<file path="config.mk">
export PLATFORM = sky130hd
export DESIGN_NAME = pio_regs
export DESIGN_NICKNAME = d
export VERILOG_FILES = /design/src/hdl/pio_pkg.sv /design/src/hdl/pio_regs.sv
export VERILOG_INCLUDE_DIRS = /design/src /design/src/hdl
export SDC_FILE = /design/constraint.sdc
export NUM_CORES = 1
export LEC_CHECK = 0
export ABC_AREA = 1
export ABC_CLOCK_PERIOD_IN_PS = 910
export CAP_MARGIN = 20
export CORE_AREA = 2 2 39 41
export DETAILED_ROUTE_END_ITERATION = 6
export DIE_AREA = 0 0 41 43
export DONT_BUFFER_PORTS = 1
export HOLD_SLACK_MARGIN = 0.03
export REMOVE_ABC_BUFFERS = 1
export SETUP_SLACK_MARGIN = 0.1
export SLEW_MARGIN = 0
export SYNTH_ARGS = -nofsm -noshare
export SYNTH_HDL_FRONTEND = slang
export SYNTH_SLANG_ARGS = --single-unit
</file>
<file path="constraint.sdc">
create_clock -name mclk -period 0.91 [get_ports mclk]
set_clock_uncertainty 0.1 [all_clocks]
set_input_delay 0.0455 -clock mclk [delete_from_list [all_inputs] [get_ports mclk]]
set_output_delay 0.0455 -clock mclk [all_outputs]
set_load 0.1 [all_outputs]
</file>
<file path="src/hdl/pio_config.svh">
`ifndef PIO_CONFIG_SVH
`define PIO_CONFIG_SVH

// channel address decode, matched on the 16-bit command address
`define PIO_BASE_ADDR      16'h0100
`define PIO_ADDR_MASK      16'h03e0

// register indexes in address bits 4:0
`define PIO_REG_EN_RST     5'd0
`define PIO_REG_CMD        5'd1
`define PIO_REG_STATUS     5'd2

`define PIO_STATUS_ADDR    8'h02 // first byte of a status packet

`define PIO_CMD_DEPTH      4
`define PIO_PAGE_DEPTH     4
`define PIO_PAGE_CNT_BITS  4     // pending transfer counter width

`endif

</file>
<file path="src/hdl/pio_pkg.sv">
`default_nettype none

package pio_pkg;

    // one queued memory command, bit 14 down to bit 0
    typedef struct packed {
        logic       wait_done; // hold next command until this one completes
        logic       wr;        // memory write from the buffer
        logic       need;      // urgent request
        logic [1:0] page;      // buffer page
        logic [9:0] seq_addr;  // sequencer program address
    } cmd_word_t;

    // page record kept from grant until the transfer starts
    typedef struct packed {
        logic       wr;   // selects write buffer
        logic [1:0] page;
    } page_rec_t;

    // decoded register write from the serial command stream
    typedef struct packed {
        logic [4:0]  reg_idx;
        logic [31:0] data;
    } ser_cmd_t;

    // status bits sent in the packet payload
    typedef struct packed {
        logic half_full; // command fifo half full
        logic busy;      // queued, requesting or transfers pending
    } pio_status_t;

endpackage

`default_nettype wire

</file>
<file path="src/hdl/pio_regs.sv">
`default_nettype none
`include "pio_config.svh"

module pio_regs import pio_pkg::*; (
    input  logic       mclk,
    input  logic       mrst,
    input  logic       wr_stb,
    input  ser_cmd_t   wr,
    output logic       chn_rst,       // level, channel held in reset
    output logic       chn_en,        // requests allowed
    output logic       cmd_push,
    output cmd_word_t  cmd_word,
    input  logic       cmd_full,
    output logic       status_ctl_we,
    output logic [7:0] status_ctl
);

    logic [1:0] en_rst; // bit 0 run, bit 1 request enable
    logic       cmd_we;

    always_ff @(posedge mclk) begin
        if (mrst) begin
            en_rst <= 2'b00; // channel starts in reset
        end else if (wr_stb && (wr.reg_idx == `PIO_REG_EN_RST)) begin
            en_rst <= wr.data[1:0];
        end
    end

    assign chn_rst = ~en_rst[0];
    assign chn_en  = en_rst[1];

    assign cmd_we   = wr_stb && (wr.reg_idx == `PIO_REG_CMD);
    assign cmd_push = cmd_we && !cmd_full; // dropped when full
    assign cmd_word = cmd_word_t'(wr.data[14:0]);

    assign status_ctl_we = wr_stb && (wr.reg_idx == `PIO_REG_STATUS);
    assign status_ctl    = wr.data[7:0];

    // host overran the command queue, the command is lost
    assert property (@(posedge mclk) disable iff (mrst) cmd_we |-> !cmd_full)
        else $error("pio_regs: command dropped, fifo full");

endmodule

`default_nettype wire

</file>
After elaboration in Yosys (flattened, before gate mapping)
Cells that the tools add are included.

Register bits after elaboration: 2. Input port bits: 41. Word-level logic and storage cells: 10.

Eq/ne operators: 2. Bitwise logic cells: 1. Reductions and logical operators: 6.

Operators by type and width (count): 5-bit by 1-bit == test with 1-bit output, second input constant (1); 5-bit by 2-bit == test with 1-bit output, second input constant (1); 5-bit logical NOT (1); 1-bit logical AND (4); 1-bit logical NOT (1); 1-bit NOT (1).

Longest topological paths before layout
Gate-level depths: netlist of the first run.

Depth after elaboration: 3. Mapped depth: 6. Gate-level depth less buffers: 6.

Least setup slack after synthesis of the first run
OpenSTA, ideal clock, no wires.

Kind: input port to output port. Start point: input port wr_stb. End point: output port cmd_push. Arrival time: 2.274 ns. Slack: -1.510 ns. Stages on the path: 4. Buffers on the path: 0. Path through: inv_1 > nor2_2 > nand2_1 > nor3_1.

Longest elaborated chain between the ends: 2.

RTL lines: start: declaration (line pio_regs.sv:7) `input logic wr_stb,`; 1-bit logical AND (line pio_regs.sv:32) `` assign cmd_we = wr_stb && (wr.reg_idx == `PIO_REG_CMD); ``; 1-bit logical AND (line pio_regs.sv:33) `assign cmd_push = cmd_we && !cmd_full;`; end: declaration (line pio_regs.sv:11) `output logic cmd_push,`.

Every way passes these cells.

Worst setup path in the final report of the first run
Start point: register en_rst[0]. End point: output port chn_rst.

Longest elaborated chain between the ends: 1.

RTL lines: start: declaration (line pio_regs.sv:18) `logic [1:0] en_rst;`; start signal: assignment (line pio_regs.sv:25) `en_rst <= wr.data[1:0];`; 1-bit NOT (line pio_regs.sv:29) `assign chn_rst = ~en_rst[0];`; end: declaration (line pio_regs.sv:9) `output logic chn_rst,`.

Every way passes these cells.

==> results of run 1 <==
[cells by family after synthesis]
kind of cell	after synthesis	share of synthesized area [%]
buffers and inverters	28	62.2
and+or+nand+nor	16	24.8
DFF	2	13.0
[power groups by stage]
stage	combinational [mW]	sequential, mW	clock, mW
global route	0.436	0.0904	0.224
finish	0.429	0.0905	0.193
detailed placement	0.0377	0.0910	0
floorplan	0.0245	0.0952	0
CTS	0.424	0.0904	0.209
global placement	0.0368	0.0910	0
[per-stage QoR]
stage	setup TNS, ns	setup slack (ns)	cells	hold slack, ns	utilization, %
after floorplan	-4.14	-1.51	23	-0.00900	-
after global placement	0	0.0743	43	-0.00793	16.6
after detailed placement	0	0.0498	43	-0.00793	16.6
after CTS	-0.00277	-0.00277	56	-0.00733	35.5
after global routing	-0.0292	-0.0253	56	-0.00841	36.8
final	0	0.00958	56	-0.00802	36.8
[worst register-to-register path, delay by kind of cell (launching register included)]
kind | cells | cell delay [ns]
buffers and inverters | 1 | 0.04
DFF | 1 | 0.34
and+or+nand+nor | 3 | 0.17
[cell type report]
class	count	area (µm²)
clock buffers	3	22.5
fillers	133	875
repair buffers	14	268
well taps	16	20.0
multi-input cells	16	119
inverters	5	38.8
flip-flops and latches	2	41.3
[cells in the final DEF (no fill, tap or decap)]
cell type | synthesis | routed
sky130_fd_sc_hd__buf_12 | 0 | 10
sky130_fd_sc_hd__dfxtp_2 | 0 | 1
sky130_fd_sc_hd__nor2_4 | 0 | 2
sky130_fd_sc_hd__nand2_4 | 0 | 1
sky130_fd_sc_hd__clkinvlp_4 | 0 | 1
sky130_fd_sc_hd__inv_1 | 5 | 2
sky130_fd_sc_hd__nor2_2 | 3 | 1
sky130_fd_sc_hd__dfxtp_1 | 2 | 1
sky130_fd_sc_hd__clkbuf_16 | 0 | 2
sky130_fd_sc_hd__nand2_2 | 0 | 1
sky130_fd_sc_hd__nand2_1 | 6 | 4
sky130_fd_sc_hd__nor2_1 | 4 | 4
sky130_fd_sc_hd__clkbuf_4 | 0 | 3
sky130_fd_sc_hd__nand3_2 | 1 | 1
sky130_fd_sc_hd__inv_2 | 0 | 1
sky130_fd_sc_hd__buf_4 | 23 | 1
sky130_fd_sc_hd__dlygate4sd3_1 | 0 | 1
sky130_fd_sc_hd__inv_16 | 0 | 1
sky130_fd_sc_hd__nor3_4 | 0 | 2
[routing by layer]
layer,routed length [µm],part of all wire [%]
met1,276,28
met2,436,44
met3,279,28
met4,0,0
met5,0,0
[what timing repair did]
action | 4_1_cts | 5_1_grt
endpoints found under the setup margin | 4 | 4
setup buffers | 1 | 0
pin swaps | 3 | 3
gates resized for setup | 18 | 4
endpoints found under the hold margin | 25 | 9
[worst min path at each step]
stage / start / end / slack, ns / cells after the start
4_1_cts: wr[12] / cmd_word[12] / -0.007 / 0
2_1_floorplan: wr[0] / cmd_word[0] / -0.009 / 0
6_report: wr[10] / cmd_word[10] / -0.008 / 0
5_1_grt: wr[9] / cmd_word[9] / -0.008 / 0
3_3_place_gp: wr[1] / status_ctl[1] / -0.008 / 0
3_5_place_dp: wr[1] / status_ctl[1] / -0.008 / 0
==> PnR_summary.wiki, run 1 <==
{| class="wikitable"
! Metric !! Value
|-
| Total inserted antenna cells || 0
|-
| Worst slew margin || 84.4%
|-
| Final setup violating endpoints || 0
|-
| Class of the tightest hold or removal check || input pin to output pin
|-
| Kind of start point of the critical path || register
|-
| Setup crit end || chn_rst
|-
| Proportion of netlist area held by the largest area contributor || 56.1%
|-
| Number of buffers inserted during clock tree synthesis || 3
|-
| Warnings from Yosys || 0
|-
| Synth Flop Type || sky130_fd_sc_hd__dfxtp_1
|-
| Via/cell ratio || 4.11
|-
| IO Pins || 68
|-
| Average size of a mapped cell || 6.69 µm²
|-
| Violated checks || negative hold slack
|-
| Capture point of the worst reg-to-reg path || en_rst[1]
|-
| Routed wire per std cell || 17.7 µm
|-
| Slowest stage cell, crit path || sky130_fd_sc_hd__dfxtp_1
|-
| EDFF count, synth || 0
|-
| Number of buffers inserted by hold repair at cts || 9
|-
| Most flop-heavy register || en_rst
|-
| Post-Layout Inst Area || 509 µm²
|-
| Cell breakdown of the critical path || inv_2, buf_12
|-
| Worst path max stage delay || 0.29 ns
|-
| Final weighted congestion of routability-driven global placement || 0.571
|-
| Core box area || 1380 µm²
|-
| Layout cell share with drive strength beyond 1 || 70.0%
|-
| FF-to-FF path depth || 4
|-
| Biggest area contributors in the synthesized netlist || sky130_fd_sc_hd__buf_4, sky130_fd_sc_hd__dfxtp_1, sky130_fd_sc_hd__nand2_1
|-
| Post-synthesis instance area || 308 µm²
|-
| Layout overhead on the synthesized area || 65.4%
|-
| Commonest cells in the netlist || sky130_fd_sc_hd__buf_4, sky130_fd_sc_hd__nand2_1, sky130_fd_sc_hd__inv_1, sky130_fd_sc_hd__nor2_1, sky130_fd_sc_hd__nor2_2
|-
| Maximum buffer depth of the clock tree || 2
|-
| Fraction of power consumed by combinational cells || 60.2%
|-
| Row count || 14
|-
| Number of global-route vias before repair || 240
|-
| DR DRC count || 0
|-
| Number of max-slew violations in the final report || 0
|-
| Reg clk slew, reported paths || 0.03 ns
|-
| Launching point of the worst reg2reg path || en_rst[1]
|-
| Internal Power || 0.337 mW
|-
| Slack of the worst reg-to-reg path || 0.19 ns
|-
| Worst path required time || 0.76 ns
|-
| Part of the power in registers || 12.7%
|-
| Part of the Yosys area used for sequential elements || 13.0%
|-
| GRT Resource Usage Total || 12.3%
|-
| RSZ-0062 raised after global routing || yes
|-
| Level count of the clock H-tree || 1
|-
| Effective utilization at floorplan || 22.2%
|-
| Share of the clock period used by the worst path after layout || 98.9%
|-
| Total clock sinks || 2
|-
| First-pass GRT wire length || 1.27 mm
|-
| Half-perimeter wire length after placement || 753 µm
|-
| Design Power || 0.712 mW
|-
| Max_cap viols || 0
|-
| DIE HEIGHT || 43 µm
|-
| Later-pin clock latency in the skew report || 0.22 ns
|-
| Worst vdd ir || 632 µV
|-
| Cells after synthesis || 46
|-
| Number of different library cells in the post-synthesis netlist || 8
|-
| Post-Route WL || 991 µm
|-
| Kind of end point of the critical path || output pin
|-
| Flops & latches, synth || 2
|-
| Number of nets with antenna violations after routing || 0
|-
| Net switching power || 0.375 mW
|-
| Met2 track utilization from global routing || 15.0%
|-
| Critical path class || register to output pin
|-
| Transition time of the tightest slew-check pin || 0.234 ns
|-
| Async SR Flop Fraction || 0%
|-
| Maximum fanout count along the critical path || 2
|-
| Cell accounting for the most synthesized area || sky130_fd_sc_hd__buf_4
|-
| Static leakage || 0.232 nW
|-
| Max Clk Rate || 1.11 GHz
|-
| Crit path arrival time || 0.75 ns
|-
| Root buffer selected by CTS || sky130_fd_sc_hd__clkbuf_4
|-
| Endpoints failing hold || 7
|-
| Worst Hold Margin || -0.00802 ns
|-
| Overflow left after global routing || 0
|-
| Crit path depth || 2
|-
| Router iterations before antenna repair || 1
|-
| Outcome || complete, but fails checks
|-
| Top-count cell post-synth || sky130_fd_sc_hd__buf_4
|-
| Part of the total power dissipated in the clock network || 27.1%
|-
| Worst Path Buf+Inv || 2
|-
| Pin count of the biggest net entering global routing || 5
|-
| Flip-flop count of the largest register, all copies and words added || 2
|-
| Final net count || 83
|-
| Largest regs || en_rst (2)
|-
| Kind of cell adding the most delay to the critical path || flip-flops
|-
| Die Span X || 41 µm
|-
| Busiest layer in global routing || met3
|-
| Switching share of power || 52.7%
|-
| Die Outline Area || 1760 µm²
|-
| Met3 track demand over resource || 17.3%
|-
| Post-DP Area || 230 µm²
|-
| Shortest period the worst path allows || 0.900 ns
|-
| Clock tree from TritonCTS || done
|-
| Buffers on Ports || 0
|-
| Initial DRC Count || 0
|-
| Fraction of met1 tracks used by global routing || 9.58%
|-
| Power Density || 1400 nW/µm²
|-
| CP Launch Point || en_rst[0]
|-
| Via count || 230
|-
| Antenna violations before repair || 0
|}
No activity file was read; power rests on OpenSTA's default activity.
==> run 2: changes to the inputs <==
- PLACE_DENSITY_LB_ADDON: default -> 0.2
==> PnR_summary.wiki, run 2 (synthesis gave the netlist of run 1 again) <==
{| class="wikitable"
! Metric !! Value
|-
| Largest regs || en_rst (2)
|-
| Hold depth || 4 (+4)
|-
| Later-pin clock latency in the skew report || 0.22 ns (about the same)
|-
| RSZ-0062 raised after global routing || yes
|-
| Number of buffers inserted by hold repair at cts || 9 (unchanged)
|-
| Worst Hold Margin || -0.0117 ns (-0.00368 ns)
|-
| Launching point of the worst reg2reg path || en_rst[1]
|-
| Most frequent standard cell in the layout excluding fill and tap cells || sky130_fd_sc_hd__buf_12
|-
| Reg clk slew, reported paths || 0.03 ns (about the same)
|-
| Slack of the worst reg-to-reg path || 0.17 ns (-0.02 ns)
|-
| Total inserted antenna cells || 0 (unchanged)
|-
| Row count || 14 (unchanged)
|-
| Worst slew margin || 84.3% (-0.13 points)
|-
| Router iterations before antenna repair || 1 (unchanged)
|-
| Power Density || 1340 nW/µm² (-4.0%)
|-
| Level count of the clock H-tree || 1 (unchanged)
|-
| Critical path class || register to output pin
|-
| Overflow left after global routing || 0 (unchanged)
|-
| Routed wire per std cell || 16.8 µm (-4.8%)
|-
| DIE HEIGHT || 43 µm (unchanged)
|-
| Busiest layer in global routing || met2
|-
| Met2 track utilization from global routing || 12.8% (-2.2 points)
|-
| Via count || 250 (+8.7%)
|-
| Initial DRC Count || 0 (unchanged)
|-
| Final net count || 85 (+2.4%)
|-
| GRT Resource Usage Total || 11.2% (-1.1 points)
|-
| Class of the tightest hold or removal check || input pin to register
|-
| Design Power || 0.725 mW (+1.9%)
|-
| Core box area || 1380 µm² (unchanged)
|-
| Hold Crit Start || wr[35]
|-
| FF-to-FF path depth || 4 (unchanged)
|-
| Most flop-heavy register || en_rst
|-
| Post-Route WL || 977 µm (-1.4%)
|-
| Fraction of met1 tracks used by global routing || 11.6% (+2.0 points)
|-
| Final weighted congestion of routability-driven global placement || 0.556 (-2.6%)
|-
| Switching share of power || 52.5% (-0.15 points)
|-
| Worst path required time || 0.76 ns (about the same)
|-
| Worst path max stage delay || 0.29 ns (about the same)
|-
| Antenna violations before repair || 0 (unchanged)
|-
| Pre-CTS setup slack || 0.0457 ns (-0.00408 ns)
|-
| Slowest stage cell, crit path || sky130_fd_sc_hd__dfxtp_1
|-
| Maximum buffer depth of the clock tree || 2 (unchanged)
|-
| Pin count of the biggest net entering global routing || 5 (unchanged)
|-
| Internal Power || 0.344 mW (+2.2%)
|-
| Number of max-slew violations in the final report || 0 (unchanged)
|-
| Total clock sinks || 2 (unchanged)
|-
| Violated checks || negative hold slack
|-
| Crit path arrival time || 0.76 ns (about the same)
|-
| Maximum fanout count along the critical path || 2 (unchanged)
|-
| Static leakage || 0.241 nW (+4.0%)
|-
| Worst Hold Path EP || en_rst[1]
|-
| Capture point of the worst reg-to-reg path || en_rst[1]
|-
| Die Outline Area || 1760 µm² (unchanged)
|-
| Transition time of the tightest slew-check pin || 0.236 ns (+0.00201 ns)
|-
| Most frequent cells in the layout || sky130_fd_sc_hd__buf_12, sky130_fd_sc_hd__nand2_1, sky130_fd_sc_hd__nor2_1, sky130_fd_sc_hd__clkbuf_4
|-
| Net switching power || 0.381 mW (+1.6%)
|-
| Flip-flop count of the largest register, all copies and words added || 2 (unchanged)
|-
| Number of nets with antenna violations after routing || 0 (unchanged)
|-
| Half-perimeter wire length after placement || 681 µm (-9.6%)
|-
| Number of filler cells placed in the layout || 139 (+4.5%)
|-
| IO Pins || 68 (unchanged)
|-
| Kind of end point of the critical path || output pin
|-
| Kind of start point of the critical path || register
|-
| Fraction of power consumed by combinational cells || 60.7% (+0.5 points)
|-
| Cell breakdown of the critical path || inv_2, buf_12
|-
| Layout cell share with drive strength beyond 1 || 76.2% (+6.2 points)
|-
| Buffers on Ports || 0 (unchanged)
|-
| Share of the clock period used by the worst path after layout || 99.0% (about the same)
|-
| Max_cap viols || 0 (unchanged)
|-
| First-pass GRT wire length || 1.25 mm (-1.7%)
|-
| Minimum setup slack in the final design || 0.00937 ns (-0.000217 ns)
|-
| Layout overhead on the synthesized area || 75.6%
|-
| Outcome || complete, but fails checks
|-
| Final setup violating endpoints || 0 (unchanged)
|-
| Shortest period the worst path allows || 0.901 ns (+0.000217 ns)
|-
| DR DRC count || 0 (unchanged)
|-
| Die Span X || 41 µm (unchanged)
|-
| Endpoints failing hold || 9 (+2)
|-
| Worst vdd ir || 602 µV (-4.8%)
|-
| Part of the power in registers || 12.5% (-0.2 points)
|-
| Number of buffers inserted during clock tree synthesis || 3 (unchanged)
|-
| Part of the total power dissipated in the clock network || 26.8% (-0.3 points)
|-
| Via/cell ratio || 4.31 (+4.9%)
|-
| Clock tree from TritonCTS || done
|-
| Max Clk Rate || 1.11 GHz (about the same)
|-
| Root buffer selected by CTS || sky130_fd_sc_hd__clkbuf_4
|-
| Met3 track demand over resource || 12.0% (-5.2 points)
|-
| Effective utilization at floorplan || 22.2% (unchanged)
|-
| Number of global-route vias before repair || 265 (+10%)
|}
## run 2: changes by cell type in the layout (fill, tap and decap cells not counted), sizes merged
cell  change
buf       +2
## run 2: worst max path at each step
stage	startpoint	end	cells past startpoint
after floorplan	wr_stb	cmd_push	4
after global placement	wr_stb	status_ctl_we	5
after detailed placement	wr_stb	status_ctl_we	5
after CTS	en_rst[0]	chn_rst	2
after global routing	en_rst[0]	chn_rst	2
final	en_rst[0]	chn_rst	2
## run 2: metal layers
metal  vias up  part of all wire (%)
met4         0                     0
met2        35                    42
met1       109                    32
li1        106                     -
met3         0                    25
met5         -                     0
## run 2: power by group through the flow
stage | clock network, mW | registers, mW | logic, mW
3_3_place_gp | 0 | 0.0910 | 0.0380
3_5_place_dp | 0 | 0.0911 | 0.0379
2_1_floorplan | 0 | 0.0952 | 0.0245
5_1_grt | 0.212 | 0.0905 | 0.448
6_report | 0.194 | 0.0905 | 0.440
4_1_cts | 0.212 | 0.0904 | 0.432
## run 2: area by class of cell
cell class / instances / area, µm² / area share, %
sequential: 2 / 41.3 / 7.64
clock buffer: 3 / 22.5 / 4.17
timing repair buffer: 16 / 287 / 53.0
tap: 16 / 20.0 / 3.70
inverter: 5 / 38.8 / 7.18
multi-input combinational: 16 / 131 / 24.3
## run 2: per-stage QoR
| stage | hold slack [ns] | instances | utilization (%) | instance area [µm²] | setup TNS, ns |
|---|---|---|---|---|---|
| after detailed placement | -0.00799 | 43 | 16.6 | 230 | 0 |
| after CTS | -0.00869 | 59 | 37.2 | 514 | -0.00475 |
| after global routing | -0.00825 | 58 | 39.1 | 541 | -0.0185 |
| final | -0.0117 | 58 | 39.1 | 541 | 0 |
| after floorplan | -0.00900 | 23 | - | 135 | -4.14 |
| after global placement | -0.00799 | 43 | 16.6 | 230 | 0 |
## run 2: worst max-delay path: cells and delay by family, from the launching register on
kind                   cells  cell delay (ns)
DFF                        1             0.29
buffers and inverters      2             0.24
## run 2: repair_timing
item                                    4_1_cts  5_1_grt
endpoints found under the setup margin        4        6
gates resized for setup                      18        8
buffers inserted                              4        0
cloned                                        0        0
pin swaps                                     2        8
endpoints found under the hold margin        25        9
==> run 3: changes to the inputs <==
- ABC_AREA: 1 -> default
- GPL_ROUTABILITY_DRIVEN: default -> 0
==> PnR_summary.wiki, run 3 <==
{| class="wikitable"
! Metric !! Value
|-
| Kind of cell adding the most delay to the critical path || simple AND/OR/NAND/NOR gates
|-
| RSZ-0062 raised after global routing || yes
|-
| Initial DRC Count || 0 (unchanged)
|-
| Synth Flop Type || sky130_fd_sc_hd__dfxtp_1
|-
| Antenna violations before repair || 0 (unchanged)
|-
| Number of buffers inserted during clock tree synthesis || 3 (unchanged)
|-
| Commonest cells in the netlist || sky130_fd_sc_hd__buf_4, sky130_fd_sc_hd__nand2b_1, sky130_fd_sc_hd__dfxtp_1, sky130_fd_sc_hd__mux2i_1
|-
| Launching point of the worst reg2reg path || en_rst[1]
|-
| Number of non-filler instances in the completed layout || 47 (-19%)
|-
| Effective utilization at floorplan || 22.2% (unchanged)
|-
| Core box area || 1380 µm² (unchanged)
|-
| Layout overhead on the synthesized area || 55.7%
|-
| Static leakage || 0.197 nW (-18%)
|-
| Outcome || complete, but fails checks
|-
| Total clock sinks || 2 (unchanged)
|-
| Row count || 14 (unchanged)
|-
| Biggest area contributors in the synthesized netlist || sky130_fd_sc_hd__buf_4, sky130_fd_sc_hd__dfxtp_1, sky130_fd_sc_hd__nand2b_1
|-
| Setup crit end || cmd_push
|-
| Minimum setup slack in the final design || -0.369 ns (-0.379 ns)
|-
| Crit path arrival time || 1.13 ns (+0.37 ns)
|-
| DR DRC count || 0 (unchanged)
|-
| Number of max-slew violations in the final report || 0 (unchanged)
|-
| Max_cap viols || 0 (unchanged)
|-
| Number of global-route vias before repair || 256 (-3.4%)
|-
| Cell breakdown of the critical path || or4b_4, nor4b_4, clkbuf_16
|-
| Violated checks || negative hold slack, negative setup slack
|-
| Kind of end point of the critical path || output pin
|-
| Via count || 220 (-12%)
|-
| Crit path depth || 3 (+1)
|-
| Worst Path Buf+Inv || 1 (-1)
|-
| GRT Resource Usage Total || 11.8% (+0.59 points)
|-
| Via/cell ratio || 4.68 (+8.6%)
|-
| Placed Cells || 33 (-23%)
|-
| Final net count || 74 (-13%)
|-
| Most frequent standard cell in the layout excluding fill and tap cells || sky130_fd_sc_hd__buf_12
|-
| Transition time of the tightest slew-check pin || 0.240 ns (+0.00392 ns)
|-
| Endpoints failing hold || 9 (unchanged)
|-
| DIE HEIGHT || 43 µm (unchanged)
|-
| Router iterations before antenna repair || 1 (unchanged)
|-
| Flops & latches, synth || 2 (unchanged)
|-
| Average size of a mapped cell || 8.55 µm² (+28%)
|-
| Slowest stage cell, crit path || sky130_fd_sc_hd__or4b_4
|-
| Most frequent cells in the layout || sky130_fd_sc_hd__buf_12, sky130_fd_sc_hd__nand2b_1, sky130_fd_sc_hd__clkbuf_4, sky130_fd_sc_hd__buf_4
|-
| First-pass GRT wire length || 1.25 mm (unchanged)
|-
| Worst path required time || 0.76 ns (about the same)
|-
| Worst path max stage delay || 0.57 ns (+0.28 ns)
|-
| Top-count cell post-synth || sky130_fd_sc_hd__buf_4
|-
| Die Span X || 41 µm (unchanged)
|-
| Kind of start point of the critical path || input pin
|-
| Slack of the worst reg-to-reg path || 0.09 ns (-0.08 ns)
|-
| EDFF count, synth || 0 (unchanged)
|-
| Most flop-heavy register || en_rst
|-
| Utilization after layout || 34.6% (-4.4 points)
|-
| IO Pins || 68 (unchanged)
|-
| Async SR Flop Fraction || 0% (unchanged)
|-
| Maximum fanout count along the critical path || 3 (+1)
|-
| Largest regs || en_rst (2)
|-
| Root buffer selected by CTS || sky130_fd_sc_hd__clkbuf_4
|-
| Layout cell share with drive strength beyond 1 || 80.6% (+4.5 points)
|-
| Number of different library cells in the post-synthesis netlist || 9 (+1)
|-
| Class of the tightest hold or removal check || input pin to register
|-
| Pin count of the biggest net entering global routing || 5 (unchanged)
|-
| Number of nets with antenna violations after routing || 0 (unchanged)
|-
| Cells after synthesis || 36 (-22%)
|-
| Critical path class || input pin to output pin
|-
| Total inserted antenna cells || 0 (unchanged)
|-
| Post-Route Setup TNS || -1.05 ns (-1.05 ns)
|-
| Post-synthesis instance area || 308 µm² (unchanged)
|-
| Flip-flop count of the largest register, all copies and words added || 2 (unchanged)
|-
| Capture point of the worst reg-to-reg path || en_rst[1]
|-
| Post-Layout Inst Area || 479 µm² (-11%)
|-
| Level count of the clock H-tree || 1 (unchanged)
|-
| CP Launch Point || wr[36]
|-
| Routed wire per std cell || 20.1 µm (+19%)
|-
| Overflow left after global routing || 0 (unchanged)
|-
| Number of buffers inserted by hold repair at cts || 8 (-1)
|-
| Part of the Yosys area used for sequential elements || 13.0% (unchanged)
|-
| Pre-CTS setup slack || -0.447 ns (-0.493 ns)
|-
| Post-Route WL || 945 µm (-3.3%)
|-
| Die Outline Area || 1760 µm² (unchanged)
|-
| Maximum buffer depth of the clock tree || 2 (unchanged)
|-
| Max Clk Rate || 0.782 GHz (-30%)
|-
| Share of the clock period used by the worst path after layout || 141% (+42 points)
|-
| Shortest period the worst path allows || 1.28 ns (+0.379 ns)
|-
| Reg clk slew, reported paths || 0.03 ns (about the same)
|-
| Clock tree from TritonCTS || done
|-
| Final setup violating endpoints || 4 (+4)
|-
| Worst slew margin || 84.0% (-0.33 points)
|-
| Proportion of netlist area held by the largest area contributor || 56.1% (unchanged)
|-
| FF-to-FF path depth || 3 (-1)
|-
| Post-DP Area || 256 µm² (+11%)
|-
| Worst vdd ir || 445 µV (-26%)
|-
| Cell accounting for the most synthesized area || sky130_fd_sc_hd__buf_4
|-
| Worst Hold Margin || -0.102 ns (-0.0906 ns)
|-
| Buffers on Ports || 0 (unchanged)
|-
| Later-pin clock latency in the skew report || 0.22 ns (about the same)
|-
| Design Power || 0.693 mW (-4.5%)
|-
| Warnings from Yosys || 0 (unchanged)
|-
| Power Density || 1450 nW/µm² (+7.8%)
|}
## run 3: changes by cell type after synthesis, sizes merged
| cell | previous run | this run |
|---|---|---|
| mux2i | 0 | 2 |
| or4b | 0 | 1 |
| nor3b | 0 | 1 |
| nor3 | 2 | 1 |
| nor4b | 0 | 1 |
| nand3 | 1 | 0 |
| inv | 5 | 1 |
| nand2b | 0 | 4 |
| nand2 | 6 | 0 |
| nor2 | 7 | 0 |
## run 3: cell type report
class / count / area (µm²)
inverters: 1 / 3.75
well taps: 16 / 20.0
flip-flops and latches: 2 / 42.5
clock buffers: 3 / 22.5
repair buffers: 15 / 273
fillers: 127 / 905
multi-input cells: 10 / 118
## run 3: timing repair
action                                 in CTS  in global routing
resized for setup                           5                  0
setup buffers                               2                  1
pin swaps                                   1                  0
endpoints found under the hold margin      25                  9
setup endpoints to repair                   6                  6
## run 3: how the worst min path moves through the flow
stage                start           end  depth (start not counted)
floorplan            wr[0]   cmd_word[0]                          0
global placement    wr[10]  cmd_word[10]                          0
detailed placement  wr[10]  cmd_word[10]                          0
CTS                 wr[32]     en_rst[0]                          2
global route        wr[32]     en_rst[0]                          2
finish              wr[32]     en_rst[0]                          2
## run 3: kinds of logic after synthesis
| logic type | synth area share [%] |
|---|---|
| AND/OR/NAND/NOR | 23.2 |
| buffers and inverters | 57.3 |
| multiplexers | 6.50 |
| flip-flops | 13.0 |
## run 3: power by group
group | switching (mW) | internal, mW
combinational | 0.308 | 0.0931
sequential | 0.000573 | 0.0890
clock | 0.0562 | 0.146
total | 0.365 | 0.328
## run 3: routing by layer
| layer | wire, µm | vias up | GRT usage [%] |
|---|---|---|---|
| li1 | - | 83 | - |
| met1 | 310 | 100 | 10.9 |
| met2 | 409 | 37 | 14.7 |
| met3 | 225 | 0 | 13.1 |
| met4 | 0 | 0 | 8.00 |
| met5 | 0 | - | 0 |
