### src/hdl/pio_config.svh
`ifndef PIO_CONFIG_SVH
`define PIO_CONFIG_SVH

// channel address decode, matched on the 16-bit command address
`define PIO_BASE_ADDR      16'h0100
`define PIO_ADDR_MASK      16'h03e0

// register indexes in address bits 4:0
`define PIO_REG_EN_RST     5'd0
`define PIO_REG_CMD        5'd1
`define PIO_REG_STATUS     5'd2

`define PIO_STATUS_ADDR    8'h02 // first byte of a status packet

`define PIO_CMD_DEPTH      4
`define PIO_PAGE_DEPTH     4
`define PIO_PAGE_CNT_BITS  4     // pending transfer counter width

`endif

### src/hdl/pio_pkg.sv
`default_nettype none

package pio_pkg;

    // one queued memory command, bit 14 down to bit 0
    typedef struct packed {
        logic       wait_done; // hold next command until this one completes
        logic       wr;        // memory write from the buffer
        logic       need;      // urgent request
        logic [1:0] page;      // buffer page
        logic [9:0] seq_addr;  // sequencer program address
    } cmd_word_t;

    // page record kept from grant until the transfer starts
    typedef struct packed {
        logic       wr;   // selects write buffer
        logic [1:0] page;
    } page_rec_t;

    // decoded register write from the serial command stream
    typedef struct packed {
        logic [4:0]  reg_idx;
        logic [31:0] data;
    } ser_cmd_t;

    // status bits sent in the packet payload
    typedef struct packed {
        logic half_full; // command fifo half full
        logic busy;      // queued, requesting or transfers pending
    } pio_status_t;

endpackage

`default_nettype wire

### src/hdl/pio_sequencer.sv
`default_nettype none
`include "pio_config.svh"

module pio_sequencer import pio_pkg::*; (
    input  logic        mclk,
    input  logic        mrst,
    input  logic        chn_rst,
    input  logic        chn_en,
    input  cmd_word_t   cmd_head,
    input  logic        cmd_nempty,
    input  logic        cmd_half_full,
    output logic        cmd_pop,
    output logic        want_rq,
    output logic        need_rq,
    input  logic        channel_pgm_en, // grant pulse from arbiter
    input  logic        seq_done,
    output logic [9:0]  seq_data,
    output logic        seq_set,
    input  logic        buf_run,        // controller starts a transfer
    output logic [1:0]  rd_page,
    output logic [1:0]  wr_page,
    output logic        rd_page_set,
    output logic        wr_page_set,
    output pio_status_t status
);

    logic [`PIO_PAGE_CNT_BITS-1:0] pending; // granted, not yet done
    logic                          cmd_set;
    logic                          wait_r;
    logic                          active_r;
    logic                          short_busy;
    logic                          busy;
    logic                          start;
    page_rec_t                     page_new;
    page_rec_t                     page_head;
    logic [1:0]                    page_r;

    assign short_busy = want_rq || need_rq || cmd_set;
    assign busy       = short_busy || (pending != '0);
    assign start      = chn_en && !short_busy && cmd_nempty && ((pending == '0) || !wait_r);

    always_ff @(posedge mclk) begin
        if (mrst || chn_rst || channel_pgm_en) begin
            want_rq <= 1'b0;
            need_rq <= 1'b0;
        end else if (start) begin
            want_rq <= 1'b1;
            need_rq <= cmd_head.need;
        end

        if (mrst || chn_rst) begin
            cmd_set <= 1'b0;
            wait_r  <= 1'b0;
            pending <= '0;
        end else begin
            cmd_set <= channel_pgm_en; // hand-off one cycle after grant
            if (channel_pgm_en) begin
                wait_r <= cmd_head.wait_done;
            end
            if (cmd_set && !seq_done) begin
                pending <= pending + 1'b1;
            end else if (!cmd_set && seq_done) begin
                pending <= pending - 1'b1;
            end
        end

        if (mrst) begin
            active_r    <= 1'b0;
            rd_page_set <= 1'b0;
            wr_page_set <= 1'b0;
        end else begin
            active_r    <= cmd_nempty || busy; // page fifo kept only while in use
            rd_page_set <= buf_run && !page_head.wr;
            wr_page_set <= buf_run && page_head.wr;
        end
    end

    always_ff @(posedge mclk) begin
        if (buf_run) begin
            page_r <= page_head.page;
        end
    end

    assign seq_set  = cmd_set;
    assign cmd_pop  = cmd_set;
    assign seq_data = cmd_head.seq_addr;
    assign rd_page  = page_r;
    assign wr_page  = page_r;

    assign page_new.wr   = cmd_head.wr;
    assign page_new.page = cmd_head.page;

    assign status.half_full = cmd_half_full;
    assign status.busy      = cmd_nempty || busy;

    sync_fifo #(
        .payload_t (page_rec_t),
        .DEPTH     (`PIO_PAGE_DEPTH)
    ) page_fifo_i (
        .mclk      (mclk),
        .mrst      (mrst),
        .clr       (chn_rst || !active_r),
        .we        (channel_pgm_en), // record page at grant
        .din       (page_new),
        .re        (buf_run),
        .dout      (page_head),
        .nempty    (),
        .full      (),
        .half_full ()
    );

    // controller completions must match earlier hand-offs
    assert property (@(posedge mclk) disable iff (mrst || chn_rst) seq_done |-> (pending != '0))
        else $error("pio_sequencer: seq_done with nothing pending");

endmodule

`default_nettype wire

### src/hdl/sync_fifo.sv
`default_nettype none

module sync_fifo #(
    parameter type payload_t = logic [7:0],
    parameter int  DEPTH     = 4
) (
    input  logic     mclk,
    input  logic     mrst,
    input  logic     clr,       // synchronous flush
    input  logic     we,
    input  payload_t din,
    input  logic     re,
    output payload_t dout,      // head word, fall-through
    output logic     nempty,
    output logic     full,
    output logic     half_full
);

    localparam int AW = (DEPTH > 1) ? $clog2(DEPTH) : 1;

    payload_t      mem [DEPTH];
    logic [AW-1:0] wptr;
    logic [AW-1:0] rptr;
    logic [AW:0]   count;

    always_ff @(posedge mclk) begin
        if (mrst || clr) begin // flush wins over push
            wptr  <= '0;
            rptr  <= '0;
            count <= '0;
        end else begin
            if (we) begin
                wptr <= (wptr == AW'(DEPTH - 1)) ? '0 : wptr + 1'b1;
            end
            if (re) begin
                rptr <= (rptr == AW'(DEPTH - 1)) ? '0 : rptr + 1'b1;
            end
            case ({we, re})
                2'b10:   count <= count + 1'b1;
                2'b01:   count <= count - 1'b1;
                default: count <= count;
            endcase
        end
    end

    always_ff @(posedge mclk) begin
        if (we) begin
            mem[wptr] <= din;
        end
    end

    assign dout      = mem[rptr];
    assign nempty    = count != '0;
    assign full      = count == (AW+1)'(DEPTH);
    assign half_full = count >= (AW+1)'(DEPTH / 2);

    assert property (@(posedge mclk) disable iff (mrst || clr) re |-> nempty)
        else $error("sync_fifo: read while empty");
    assert property (@(posedge mclk) disable iff (mrst || clr) we |-> !full)
        else $error("sync_fifo: write while full");

endmodule

`default_nettype wire

### config.mk
export PLATFORM = sky130hd
export DESIGN_NAME = pio_sequencer
export DESIGN_NICKNAME = d
export VERILOG_FILES = /design/src/hdl/pio_pkg.sv /design/src/hdl/pio_sequencer.sv /design/src/hdl/sync_fifo.sv
export VERILOG_INCLUDE_DIRS = /design/src /design/src/hdl
export SDC_FILE = /design/constraint.sdc
export NUM_CORES = 1
export LEC_CHECK = 0
export ABC_AREA = 1
export BUFFER_PORTS_ARGS = -buffer_cell sky130_fd_sc_hd__buf_2
export CAP_MARGIN = 15
export CELL_PAD_IN_SITES_DETAIL_PLACEMENT = 1
export CELL_PAD_IN_SITES_GLOBAL_PLACEMENT = 2
export CORE_ASPECT_RATIO = 2
export CORE_MARGIN = 2
export CORE_UTILIZATION = 30
export CTS_BUF_LIST = sky130_fd_sc_hd__clkbuf_4 sky130_fd_sc_hd__clkbuf_8
export CTS_CLUSTER_SIZE = 28
export DETAILED_ROUTE_END_ITERATION = 10
export PLACE_DENSITY_LB_ADDON = 0.1
export SKIP_CTS_REPAIR_TIMING = 1
export SYNTH_ARGS = -nofsm -noshare
export SYNTH_HDL_FRONTEND = slang
export SYNTH_SLANG_ARGS = --single-unit
### constraint.sdc
create_clock -name mclk -period 3.3 [get_ports mclk]
set_clock_uncertainty 0.15 [all_clocks]
set_input_delay 0.33 -clock mclk [delete_from_list [all_inputs] [get_ports mclk]]
set_output_delay 0.33 -clock mclk [all_outputs]
set_load 0.02 [all_outputs]
======== Yosys cells after proc, flatten, opt, wreduce, memory -nomap -nowiden ========
Memory sizes are Yosys's and may differ from the RTL's. A register that Yosys moved wholly into a read port is not among the register bits.
Cells that the tools add are included.
word-level totals
  input port bits ......................... 24
  logic and storage cells ................. 51
  memory bits (writable) .................. 12
  memories kept ........................... 1
  flip-flop bits (word level) ............. 17
  ROM bits ................................ 0
  bits in latches ......................... 0
  output and inout port bits .............. 22
memories
  memory           words  bits a word  read ports  clocked after Yosys merged registers in  write ports  RTL line         text
  page_fifo_i.mem  4      3            1           1                                        1            sync_fifo.sv:21  payload_t mem [DEPTH];
operators by class
  bitwise operators ....................... 0
  multipliers ............................. 0
  reductions and logical operators ........ 25
  divide/modulo/power cells ............... 0
  shift operators ......................... 0
  order comparisons ....................... 0
  multiplexer cells ....................... 8
  equality and inequality tests ........... 2
  $add $sub $neg .......................... 4
operators by type and width
  kind                                                                 number
  1-bit logical OR                                                     9
  2-bit 2-to-1 mux                                                     4
  4-bit 2-to-1 mux                                                     2
  1-bit logical AND                                                    7
  1-bit zero test                                                      6
  2-bit by 1-bit adder with 2-bit output (second input constant)       2
  4-bit by 1-bit adder with 4-bit output (second input constant)       1
  2-bit == test (second input constant)                                2
  4-bit zero test                                                      1
  4-bit nonzero test                                                   1
  4-bit by 1-bit subtractor with 4-bit output (second input constant)  1
  1-bit 2-to-1 mux                                                     2
  2-bit nonzero test                                                   1

======== Longest topological paths before layout ========
Gate-level depths: netlist of run 1.
  depth in word-level cells ............... 6
  depth in mapped cells ................... 11

======== Cells and area by module ========
Synthesis of run 1 repeated with hierarchy kept, for this count alone.
unflattened totals
  cell total of the unflattened synthesis .. 183
  area total of the unflattened synthesis .. 1,641.6 um^2
modules (own cells, without submodules)
  module         cells an instance  seq. area each (um^2)  times used  area each (um^2)
  sync_fifo      91                 540.5                  1           914.6
  pio_sequencer  92                 280.3                  1           726.9

======== Worst setup path before layout of run 1 ========
No wires, ideal clock.
  path kind ............................... register -> register
  start point ............................. register cmd_set, in the netlist cmd_pop
  end point ............................... register pending[3]
  data required time ...................... 3,041 ps
  slack ................................... 1,506 ps
  data arrival time ....................... 1,536 ps
  clock period less this slack ............ 1,794 ps
  setup time .............................. 109 ps
  stages on the path, launching flop included .. 9
  path buffers ............................ 0
  cell sequence ........................... dfxtp_1 ha_1 inv_1 ha_1 or2_2 nand3_1 nand3_1 nand2_1 inv_1
on the way
  longest elaborated chain between the ends .. 3
  elaborated cells between the ends (all ways) .. 5
  classes of those cells .................. mux (1); reduce/logical (4)
ends and longest elaborated chain
  element                       RTL line             text
  start: declaration            pio_sequencer.sv:28  logic cmd_set;
  start signal: assignment      pio_sequencer.sv:56  cmd_set <= channel_pgm_en;
  1-bit zero test               pio_sequencer.sv:62  end else if (!cmd_set && seq_done) begin
  1-bit logical AND             pio_sequencer.sv:62
  2-bit nonzero test (no line)  n/a
  end signal: assignment        pio_sequencer.sv:61  pending <= pending + 1'b1;
  end signal: assignment        pio_sequencer.sv:63  pending <= pending - 1'b1;
  end: declaration              pio_sequencer.sv:27  logic [`PIO_PAGE_CNT_BITS-1:0] pending;
Parallel ways exist; a longest one is shown, timed or not.
A chain may end at the register's enable or synchronous reset.

======== Worst setup path after layout of run 1 ========
Same ends and word-level chain as after synthesis.

==> results.md, run 1 <==
Setup path:
- The data arrival time of the worst path is ~1.8 ns.
- STA classifies the critical path endpoint as a flop.
- The signal on the critical path passes through ha_1 > inv_1 > ha_1 > or2_2 > nand3_1 > nand3_1 > nand2_1 > inv_1.
- The library cell contributing the largest single delay on the critical path is sky130_fd_sc_hd__dfxtp_1.
- For this run, the slowest stage of the critical path takes around 0.38 ns.
- The critical path class is reg -> reg.
- The peak fanout along the critical path is 4.
- The worst setup slack for register-to-register paths is about 1.5 ns.
- The worst flop-to-flop path startpoint is cmd_pop.
- The critical path startpoint category is a flop.
- The critical path starts at cmd_pop.
- The endpoint required time on the critical path is approximately 3.3 ns.

Die:
- The die covers ~0.0054 mm².
- The floorplan row count is 35.
- The die is approximately 53 µm wide.
- The die height is 101 µm.
- The initial cell density of the core is between 30% and 40%.
- The floorplan step defined a core boundary enclosing between 0.004 and 0.005 mm².
- The number of top-level pins is 46.

Timing:
- Of the available clock period, the critical path in the final layout requires a little over half.
- The slew at the pin closest to its max-slew limit is between 0.2 and 0.3 ns.
- The maximum operating frequency is 567 MHz.
- After routing, the total negative slack on setup checks comes to 0 ns.
- Setup repair after global routing left no endpoint under its margin.
- The max-slew violation total from the final report is 0.
- The worst pin sits at a relative slew slack of between 80% and 90%.
- The final setup violation count is 0.
- Setup slack closes at ~1.5 ns.
- The time the worst path needs with I/O delays and setup is 1.76 ns.
- The final-report hold violation count is 0.

Pwr:
- The power per standard cell area is 532 mW/mm².
- In this run switching power makes up a little under a quarter of total power.
- Per report_power, the combinational group accounts for roughly a tenth of the total.
- The cell internal power dissipation is between 0.6 and 0.7 mW.
- IR analysis of the VDD net gives a maximum drop of ~0.00027 V.
- The reported leakage power is between 0.7 and 0.8 nW.
- The analysis attributes to net switching a power of just under 0.2 mW.
- Per report_power, the clock group accounts for between 40% and 50% of the total.
- The relative contribution of sequential cells to total power is between 40% and 50%.

Final layout:
- The net count of the finished layout is a little over 200.
- From synthesis to final layout, the design area changed by 13.1%.
- The total of fill cells in the finished design is 560.
- The number of antenna diodes in the final layout is 0.
- The share of final-layout standard cells stronger than drive strength 1 is approximately a fifth.

Global routing:
- The wire length of the first global-routing pass is between 5 and 6 mm.
- For this run, the total global-route usage over all layers was measured as approximately 14%.
- The via count of the first global-routing pass is about 1200.
- The number of antenna violations at the first check in global routing is 0.
- The pin count of the biggest net entering global routing is 11.
- The overall overflow remaining after global route is 0.

Hold path:
- The class of the tightest hold or removal check is in -> reg.
- The startpoint identified for the worst hold timing path is mrst.

Synthesis:
- After synthesis, the share of cell area in mux cells is 0%.
- Summing the areas of all compound-gate instances in the mapped netlist gives 8.52% of the synthesized area.
- A synthesized cell averages roughly 9 µm².
- Summing the areas of all xor and xnor instances in the mapped netlist gives less than 1% of the synthesized area.
- Counting every instance in the synthesized netlist gives about 160.
- The synthesized net count is ~190.
- The simple logic cell fraction of the synthesized area is 15.6%.
- The fraction of the mapped netlist area in adder cells is approximately 8.4%.
- The register bit count reported by yosys is 31.
- The number of unique standard cell types used by synthesis is 19.
- The synthesized area is between 0.001 and 0.0015 mm².
- The part of the Yosys area used for sequential elements is 53.4%.
- After synthesis, the largest family of logic cells by area is simple AND/OR/NAND/NOR gates.
- During synthesis, Yosys emitted a total of 0 warnings.

Route:
- In this run the remaining antenna-violating nets after routing total 0.
- The count of vias placed by the detailed router is 1046.
- In the routed design, unresolved DRC markers number 0.
- In the routed layout, each cell is associated on average with a via count of approximately 4.6.
- The count of routing violations after the opening detailed-route iteration is 9.
- The detail-routed net length per standard cell is approximately 14 µm.
- The sum of routed wire length over all layers is around 3.1 mm.
- The first detailed-routing pass ran for 2 iterations.

Placed design:
- At the end of routability-driven placement, the weighted congestion stood at 0.674.
- The detailed placement HPWL is between 2 and 3 mm.
- The pre-CTS worst setup slack is roughly 1.4 ns.
- The number of buffers inserted by port buffering is 23.

Clock network:
- The CTS tree is built.
- The clock transition at the registers of the reported paths is around 0.060 ns.
- The total number of H-tree levels is 2.
- The tree is rooted in a sky130_fd_sc_hd__clkbuf_8.
- The longest clock path from root to sink contains 2 buffers.
- The clock buffer count from CTS is 5.
- The tree built by TritonCTS fans out to 31 sinks.
- The later pin in the worst-skew pair is clocked with a latency of between 0.2 and 0.3 ns.

Job:
- The tool flagged a number of max-cap violations equal to 0.

Outcome:
- The flow ran to the end, and the final reports show no timing, DRC or antenna violations.
[critical path, delay by kind of cell, from the launching register on]
kind	cells	cell delay [ns]
adders and majority gates	2	0.49
and+or+nand+nor	4	0.50
buffers and inverters	2	0.13
DFF	1	0.38
[metal layers]
| layer | track usage [%] | share of wire (%) |
|---|---|---|
| met1 | 9.58 | 29 |
| met3 | 4.28 | 3.6 |
| met2 | 29.2 | 66 |
| met4 | 6.51 | 2.3 |
| met5 | 0 | 0 |
[final timing paths]
path / end / depth (start not counted)
max: pending[3] / 8
min: active_r / 2
max reg2reg: pending[3] / 8
min reg2reg: want_rq / 2
[through the flow]
stage	util [%]	hold WS [ns]	cell area (µm²)	instances	total power, mW
6_report	35.0	0.0989	1610	228	0.858
5_1_grt	35.0	0.0932	1610	228	0.903
3_3_place_gp	32.7	0.325	1500	220	0.510
3_5_place_dp	32.7	0.327	1500	220	0.513
4_1_cts	35.0	0.0937	1610	228	0.874
2_1_floorplan	-	0.249	1430	156	0.501
[placed cells by master, fill, tap and decap left out, types with 2 or more instances in the layout]
master / netlist / layout
sky130_fd_sc_hd__nor2_1: 18 / 18
sky130_fd_sc_hd__o21ai_0: 7 / 7
sky130_fd_sc_hd__edfxtp_1: 14 / 14
sky130_fd_sc_hd__o22ai_1: 2 / 2
sky130_fd_sc_hd__nor3_1: 2 / 2
sky130_fd_sc_hd__nand3_1: 3 / 3
sky130_fd_sc_hd__buf_2: 0 / 23
sky130_fd_sc_hd__nand2_1: 28 / 28
sky130_fd_sc_hd__inv_2: 2 / 2
sky130_fd_sc_hd__clkbuf_8: 0 / 5
sky130_fd_sc_hd__a21oi_1: 12 / 12
sky130_fd_sc_hd__nor2_2: 2 / 2
sky130_fd_sc_hd__or2_2: 2 / 2
sky130_fd_sc_hd__dfxtp_1: 17 / 17
sky130_fd_sc_hd__ha_1: 8 / 8
sky130_fd_sc_hd__inv_1: 21 / 21
[flip-flops by register name, summed over array words and instances (netlist names), named ones only]
register and flops:
pending 4, want_rq 1, page_fifo_i.rptr 2, active_r 1
page_fifo_i.wptr 2, need_rq 1, cmd_pop 1, rd_page 2
wait_r 1, rd_page_set 1, wr_page_set 1, page_fifo_i.mem 12
[Yosys cell counts]
master,number,area [µm²]
sky130_fd_sc_hd__a21oi_1,12,60.1
sky130_fd_sc_hd__a22o_1,1,8.76
sky130_fd_sc_hd__buf_4,14,105
sky130_fd_sc_hd__dfxtp_1,17,340
sky130_fd_sc_hd__edfxtp_1,14,420
sky130_fd_sc_hd__fa_1,1,20.0
sky130_fd_sc_hd__ha_1,8,100
sky130_fd_sc_hd__inv_1,21,78.8
sky130_fd_sc_hd__inv_2,2,7.51
sky130_fd_sc_hd__nand2_1,28,105
sky130_fd_sc_hd__nand3_1,3,15.0
sky130_fd_sc_hd__nor2_1,18,67.6
sky130_fd_sc_hd__nor2_2,2,12.5
sky130_fd_sc_hd__nor3_1,2,10.0
sky130_fd_sc_hd__o21ai_0,7,35.0
sky130_fd_sc_hd__o21ai_1,1,5.00
sky130_fd_sc_hd__o22ai_1,2,12.5
sky130_fd_sc_hd__or2_2,2,12.5
sky130_fd_sc_hd__xor2_1,1,8.76
[kinds of logic (layout without fill, tap and decap cells)]
logic type | Yosys count | after routing
and+or+nand+nor | 55 | 55
AOI/OAI and AO/OA | 23 | 23
DFF | 31 | 31
adders and majority gates | 9 | 9
buffers and inverters | 37 | 54
xor gates and xnor gates | 1 | 1
[power groups by stage]
stage / Clock, mW / Sequential, mW / Combinational (mW)
floorplan: 0 / 0.434 / 0.0676
global placement: 0 / 0.430 / 0.0800
detailed placement: 0 / 0.431 / 0.0823
CTS: 0.369 / 0.422 / 0.0825
global route: 0.386 / 0.424 / 0.0925
finish: 0.356 / 0.422 / 0.0795
[final cells by class]
type | instances | area [µm²] | area share, %
flip-flops and latches | 31 | 761 | 47.2
multi-input cells | 88 | 473 | 29.3
repair buffers | 23 | 115 | 7.14
inverters | 23 | 86.3 | 5.36
clock buffers | 5 | 68.8 | 4.27
well taps | 55 | 68.8 | 4.27
clock inverters | 3 | 38.8 | 2.41
Power figures use the tool's default switching activity.
==> inputs of run 2 (changes only) <==
CORE_UTILIZATION = 27   (was 30)
clock period = 1.5 ns   (was 3.3 ns; I/O delays follow)
==> run 2 against run 1 <==
  * The run now ends with setup timing left
  * Sequential power grew 120%
  * Die area grew 10%
  * Combinational power grew to 2.9 times the previous value
  * Sequential share of layout area shrank 4.2 points
  * Critical path depth is the same
  * Via count grew 4.9%
  * Count of clock-buffer cells in the layout grew 1
  * Fmax grew 17%
  * Largest cell class unchanged
==> results.md, run 2 (synthesis results as in run 1) <==
Placed design:
- The number of cells in the design after placement is 223 (+1.4%).
- The final weighted congestion of routability-driven global placement came to 0.769 (+14%).
- The detailed placement HPWL is 2.65 mm (+0.59%).
- The number of buffers inserted by port buffering is 23 (unchanged).
- The post-detailed-placement cell area is 0.00155 mm² (+3.0%).

Pwr:
- The cell internal power dissipation came to 1.55 mW (+130%).
- The power consumption is 2.01 mW (+130%).
- The peak ir drop on the vdd network is 0.000465 V (+72%).
- The power share of the clock group is 42.1% (+0.6 points).
- The power per standard cell area came to 1110 mW/mm² (+110%).
- The net switching power of the design came to 0.455 mW (+130%).
- The reported leakage power is 0.797 nW (+7.8%).
- The fraction of power consumed by combinational cells is 11.5% (+2.2 points).
- The fraction of power spent switching nets is 22.7% (+0.048 points).
- The relative contribution of sequential cells to total power is 46.4% (-2.8 points).

Route:
- The number of design rule violations left after detail routing is 0 (unchanged).
- The first-pass iteration count of the detailed router came to 3 (+1).
- The detail-routed net length per standard cell is 13.5 µm (-0.76%).
- The count of routing violations after the opening detailed-route iteration is 7 (-2).
- The vias per cell is 4.57 (-0.37%).
- The remaining antenna violation count after routing is 0 (unchanged).
- The count of vias placed by the detailed router was 1097 (+4.9%).
- The sum of routed wire length over all layers was 3.23 mm (+4.5%).

Clock network:
- The clock insertion delay at the later pin of the skew report is 0.28 ns (about the same).
- The CTS sink count was 31 (unchanged).
- The CTS tree is built.
- The clock transition at the registers of the reported paths is 0.07 ns (about the same).
- The total number of H-tree levels was 2 (unchanged).
- The maximum buffer depth of the clock tree came to 2 (unchanged).
- The root buffer cell is sky130_fd_sc_hd__clkbuf_8.
- The clock buffer count from CTS is 5 (unchanged).

Die:
- The total die area was 0.00591 mm² (+10%).
- The floorplan core area is 0.00514 mm² (+12%).
- The floorplan row count was 37 (+5.7%).
- The number of top-level pins is 46 (unchanged).
- The initial cell density of the core is 27.7% (-3.3 points).
- The horizontal extent of the die is 55.4 µm (+5.0%).
- The die height is 107 µm (+5.2%).

Setup path:
- Broken down by cell family, the worst path's largest delay share belongs to simple AND/OR/NAND/NOR gates.
- The most prevalent standard cell on the critical path is sky130_fd_sc_hd__ha_4.
- The worst setup path is launched from a flop.
- The critical path goes through ha_4 > inv_6 > ha_4 > or2_4 > nand3_2 > nand3_1 > nand2_1 > inv_1.
- The library cell contributing the largest single delay on the critical path is sky130_fd_sc_hd__dfxtp_4.
- The biggest cell delay along the critical path came to 0.36 ns (-0.02 ns).
- The endpoint type of the worst setup path is a flop.
- The number of buffers and inverters on the critical path came to 2 (unchanged).
- The critical path is of the reg -> reg type.
- The data arrival time of the worst path came to 1.54 ns (-0.26 ns).
- The peak fanout along the critical path was 4 (unchanged).
- The endpoint required time on the critical path is 1.53 ns (-1.80 ns).

Global routing:
- The overall overflow remaining after global route was 0 (unchanged).
- The via count of the first global-routing pass is 1229 (+6.0%).
- The pin count of the biggest net entering global routing is 11 (unchanged).
- The wire length of the first global-routing pass was 5.31 mm (+4.3%).
- The number of antenna violations at the first check in global routing was 0 (unchanged).
- The global-route usage over all layers was 11.8% (-2.1 points).

Final layout:
- In the layout the commonest cells are sky130_fd_sc_hd__nand2_1, sky130_fd_sc_hd__buf_2, sky130_fd_sc_hd__inv_1.
- The design area is 0.00180 mm² (+12%).
- The flip-flop count of the largest register, all copies and words added is 12 (unchanged).
- The most flop-heavy register is page_fifo_i.mem.
- The number of antenna diodes is 0 (unchanged).
- The post-layout instance count excluding filler cells is 240 (+5.3%).
- The area growth from synthesis to layout is 26.3%.
- The largest registers in the layout are page_fifo_i.mem x12, pending x4.
- The net count of the finished layout is 214 (+4.4%).
- The share of final-layout standard cells stronger than drive strength 1 is 30.8% (+10 points).
- The leading cell type in the layout, fill and taps excluded is sky130_fd_sc_hd__nand2_1.

Timing:
- The final setup violation count was 1 (+1).
- The period utilization is 101% (+47 points).
- Setup repair after global routing could not meet its margin everywhere.
- The slew at the pin closest to its max-slew limit came to 0.231 ns (-0.0326 ns).
- The final-report hold violation count is 0 (unchanged).
- The max-slew violation total from the final report is 0 (unchanged).
- The normalized max-slew margin was 84.5% (+2.1 points).
- The time the worst path needs with I/O delays and setup is 1.51 ns (-0.255 ns).
- The tightest hold margin is 0.0147 ns (-0.0842 ns).
- The maximum operating frequency is 663 MHz (+17%).
- The final critical-path setup slack was -0.00887 ns (-1.54 ns).

Outcome:
- The final reports fail on setup timing.
- The flow ran to the end, but the final reports show violations.

Job:
- The count of maximum capacitance violations is 0 (unchanged).

Hold path:
- The class of the tightest hold or removal check is in -> reg.
==> run 2: power groups by stage <==
stage                     Clock, mW  Combinational [mW]  Sequential [mW]
after floorplan                   0               0.159            0.954
after global placement            0               0.189            0.947
after detailed placement          0               0.195            0.948
after CTS                     0.872               0.196            0.929
after global routing          0.908               0.262            0.934
final                         0.843               0.232            0.930
==> run 2: through the flow <==
stage / util, % / setup slack, ns / setup TNS, ns
final: 35.0 / -0.00887 / -0.00887
after global routing: 35.0 / -0.0771 / -0.180
after CTS: 32.4 / -0.0607 / -0.102
after detailed placement: 30.1 / -0.0287 / -0.0287
after global placement: 30.1 / 0.0242 / 0
after floorplan: - / 0.0372 / 0
==> run 2: worst min-delay path: stages <==
cell and delay (ns):
sky130_fd_sc_hd__buf_2 0.08, sky130_fd_sc_hd__nor2_1 0.06, sky130_fd_sc_hd__o21ai_0 0.08, sky130_fd_sc_hd__a21oi_1 0.04
==> run 2: final timing paths <==
check          endpoint  startpoint  slack, ns  depth (start not counted)
min          pending[0]     chn_rst       0.01                          4
max          pending[3]     cmd_pop     -0.009                          8
min reg2reg     want_rq     want_rq       0.33                          2
max reg2reg  pending[3]     cmd_pop     -0.009                          8
==> run 2: final cells by class <==
| cell class | count | area [µm²] |
|---|---|---|
| Multi-Input combinational cell | 88 | 541 |
| Sequential cell | 31 | 773 |
| Timing Repair Buffer | 32 | 204 |
| Fill cell | 604 | 3340 |
| Tap cell | 58 | 72.6 |
| Inverter | 23 | 91.3 |
| Clock inverter | 2 | 35.0 |
| Clock buffer | 6 | 82.6 |
==> run 2: routing by layer <==
layer / up-vias / part of all wire, % / global-route usage (%)
li1: 534 / - / -
met2: 33 / 64 / 24.6
met4: 0 / 2.8 / 7.14
met3: 8 / 4.0 / 3.62
met1: 522 / 29 / 8.38
met5: - / 0 / 0
==> inputs of run 3 (changes only) <==
REMOVE_ABC_BUFFERS = 1   (was default)
==> run 3 against run 2 <==
  * The flow still finishes with violations (setup timing)
  * Total power down 9.2%
  * Combinational power rose by 7%
  * Via count up 1.0%
  * Worst setup slack got worse by 0.015 ns
  * Die area is the same
  * First-iteration DRC count is 100% higher
  * Flip-flop and latch count is the same
==> results.md, run 3 (synthesis results as in run 1) <==
Outcome:
- The run finished, with violations left.
- The final reports fail on setup timing.

Setup path:
- The critical path startpoint category is a flop.
- The most prevalent standard cell on the critical path is sky130_fd_sc_hd__nand2_1.
- The endpoint required time on the critical path was 1.53 ns (about the same).
- The endpoint type of the worst setup path is a flop.
- The slowest stage of the critical path belongs to the cell sky130_fd_sc_hd__dfxtp_2.
- The critical path class is reg -> reg.
- The data arrival time of the worst path was 1.56 ns (+0.02 ns).
- Walking the worst path, the cells encountered are ha_4 > inv_4 > buf_6 > ha_4 > nand2_2 > nand2_2 > nand2_1 > nand2_1 > nand3_1 > nand2_1 > inv_1.
- The biggest cell delay along the critical path is 0.35 ns (about the same).
- The peak fanout along the critical path was 4 (unchanged).

Timing:
- The final critical-path setup slack is -0.0243 ns (-0.0154 ns).
- The max-slew violation total from the final report was 0 (unchanged).
- The normalized max-slew margin is 78.4% (-6.1 points).
- The period utilization is 102% (+1.0 points).
- Setup repair after global routing could not meet its margin everywhere.
- The slew at the pin closest to its max-slew limit came to 0.324 ns (+0.0939 ns).
- The aggregate negative setup slack is -0.0243 ns (-0.0154 ns).
- The time the worst path needs with I/O delays and setup is 1.52 ns (+0.0154 ns).
- The final setup violation count was 1 (unchanged).
- The maximum operating frequency is 656 MHz (-1.0%).
- The final-report hold violation count is 0 (unchanged).

Final layout:
- The largest registers in the layout are page_fifo_i.mem x12, pending x4.
- The design area is 0.00181 mm² (+0.35%).
- The layout overhead on the synthesized area is 26.7%.
- The net count of the finished layout is 220 (+2.8%).
- The area of combinational cells with multiple inputs is 538 µm² (-0.46%).
- The combined flip-flop and latch cell area is 764 µm² (-1.1%).
- The most flop-heavy register is page_fifo_i.mem.
- The number of antenna diodes came to 0 (unchanged).
- The flip-flop count of the largest register, all copies and words added is 12 (unchanged).
- The leading cell type in the layout, fill and taps excluded is sky130_fd_sc_hd__nand2_1.
- The share of final-layout standard cells stronger than drive strength 1 came to 31.9% (+1.1 points).
- The library cells used most frequently in the layout, excluding fill and tap cells, are sky130_fd_sc_hd__nand2_1, sky130_fd_sc_hd__buf_2, sky130_fd_sc_hd__inv_1.
- The total of fill cells in the finished design came to 622 (+3.0%).

Placed design:
- The number of buffers inserted by port buffering is 23 (unchanged).
- The detailed placement HPWL came to 2.72 mm (+2.6%).
- The final weighted congestion of routability-driven global placement is 0.741 (-3.6%).
- The post-detailed-placement cell area is 0.00154 mm² (-0.73%).

Global routing:
- The via count of the first global-routing pass is 1175 (-4.4%).
- The wire length of the first global-routing pass is 5.46 mm (+3.0%).
- The number of antenna violations at the first check in global routing is 0 (unchanged).
- The pin count of the biggest net entering global routing is 11 (unchanged).
- The global-route usage over all layers is 12.3% (+0.59 points).
- The overall overflow remaining after global route came to 0 (unchanged).

Die:
- The total die area is 0.00591 mm² (unchanged).
- The floorplan core area is 0.00514 mm² (unchanged).
- The number of top-level pins is 46 (unchanged).
- The horizontal extent of the die is 55.4 µm (unchanged).
- The die height is 107 µm (unchanged).
- The floorplan row count is 37 (unchanged).
- The initial cell density of the core came to 27.7% (unchanged).

Clock network:
- The maximum buffer depth of the clock tree is 2 (unchanged).
- The clock buffer count from CTS is 5 (unchanged).
- The total number of H-tree levels is 2 (unchanged).
- The CTS sink count is 31 (unchanged).
- The clock insertion delay at the later pin of the skew report is 0.28 ns (about the same).
- The CTS tree is built.
- The clock transition at the registers of the reported paths is 0.06 ns (about the same).
- The tree is rooted in a sky130_fd_sc_hd__clkbuf_8.

Job:
- The count of maximum capacitance violations came to 0 (unchanged).

Pwr:
- The reported leakage power is 0.814 nW (+2.1%).
- The power consumption is 1.82 mW (-9.2%).
- The peak ir drop on the vdd network is 0.000572 V (+23%).
- The power per standard cell area is 1010 mW/mm² (-9.5%).

Route:
- The count of vias placed by the detailed router was 1108 (+1.0%).
- The first-pass iteration count of the detailed router came to 2 (-1).
- The sum of routed wire length over all layers is 3.53 mm (+9.4%).
- The remaining antenna violation count after routing is 0 (unchanged).
- The vias per cell came to 4.50 (-1.5%).
- The count of routing violations after the opening detailed-route iteration is 14 (+7).
- The detail-routed net length per standard cell is 14.4 µm (+6.7%).
- The number of design rule violations left after detail routing came to 0 (unchanged).

Hold path:
- The tightest min-delay check is of the in -> reg type.
run 3: power by group:
group	switching (mW)	internal (mW)
combinational	0.135	0.115
clock	0.305	0.336
sequential	0.0181	0.912
total	0.458	1.36
run 3: per-layer routing:
layer	up-vias	global-route usage, %	part of all wire (%)
met4	0	7.84	3.3
met2	42	24.1	60
met1	517	9.63	31
li1	543	-	-
met5	-	0	0
met3	6	4.70	5.5
run 3: metrics by stage:
stage | instances | setup WS [ns] | hold WS, ns | utilization [%]
2_1_floorplan | 142 | -0.433 | 0.0691 | -
3_3_place_gp | 227 | -0.164 | 0.150 | 29.9
3_5_place_dp | 227 | -0.211 | 0.150 | 29.9
4_1_cts | 235 | -0.226 | -0.0705 | 31.6
5_1_grt | 246 | -0.0977 | 0.0388 | 35.1
6_report | 246 | -0.0243 | 0.0231 | 35.1
run 3: final cells by class:
type	count	share of cell area, %
Tap cell	58	4.02
Timing Repair Buffer	38	14.2
Multi-Input combinational cell	88	29.8
Clock inverter	2	0.485
Clock buffer	6	4.23
Sequential cell	31	42.3
Inverter	23	4.92
run 3: final timing paths:
check | startpoint | end | slack, ns | cells past startpoint
setup / recovery | cmd_pop | pending[3] | -0.02 | 11
hold / removal | channel_pgm_en | page_fifo_i.wptr[1] | 0.02 | 3
setup reg to reg | cmd_pop | pending[3] | -0.02 | 11
hold reg to reg | want_rq | want_rq | 0.33 | 2
run 3: critical path: cells and delay by family, from the launching register on:
kind,cells,cell delay (ns)
AND/OR/NAND/NOR,6,0.33
flip-flops,1,0.35
adder cells (fa/ha/maj),2,0.39
buffers and inverters,3,0.19
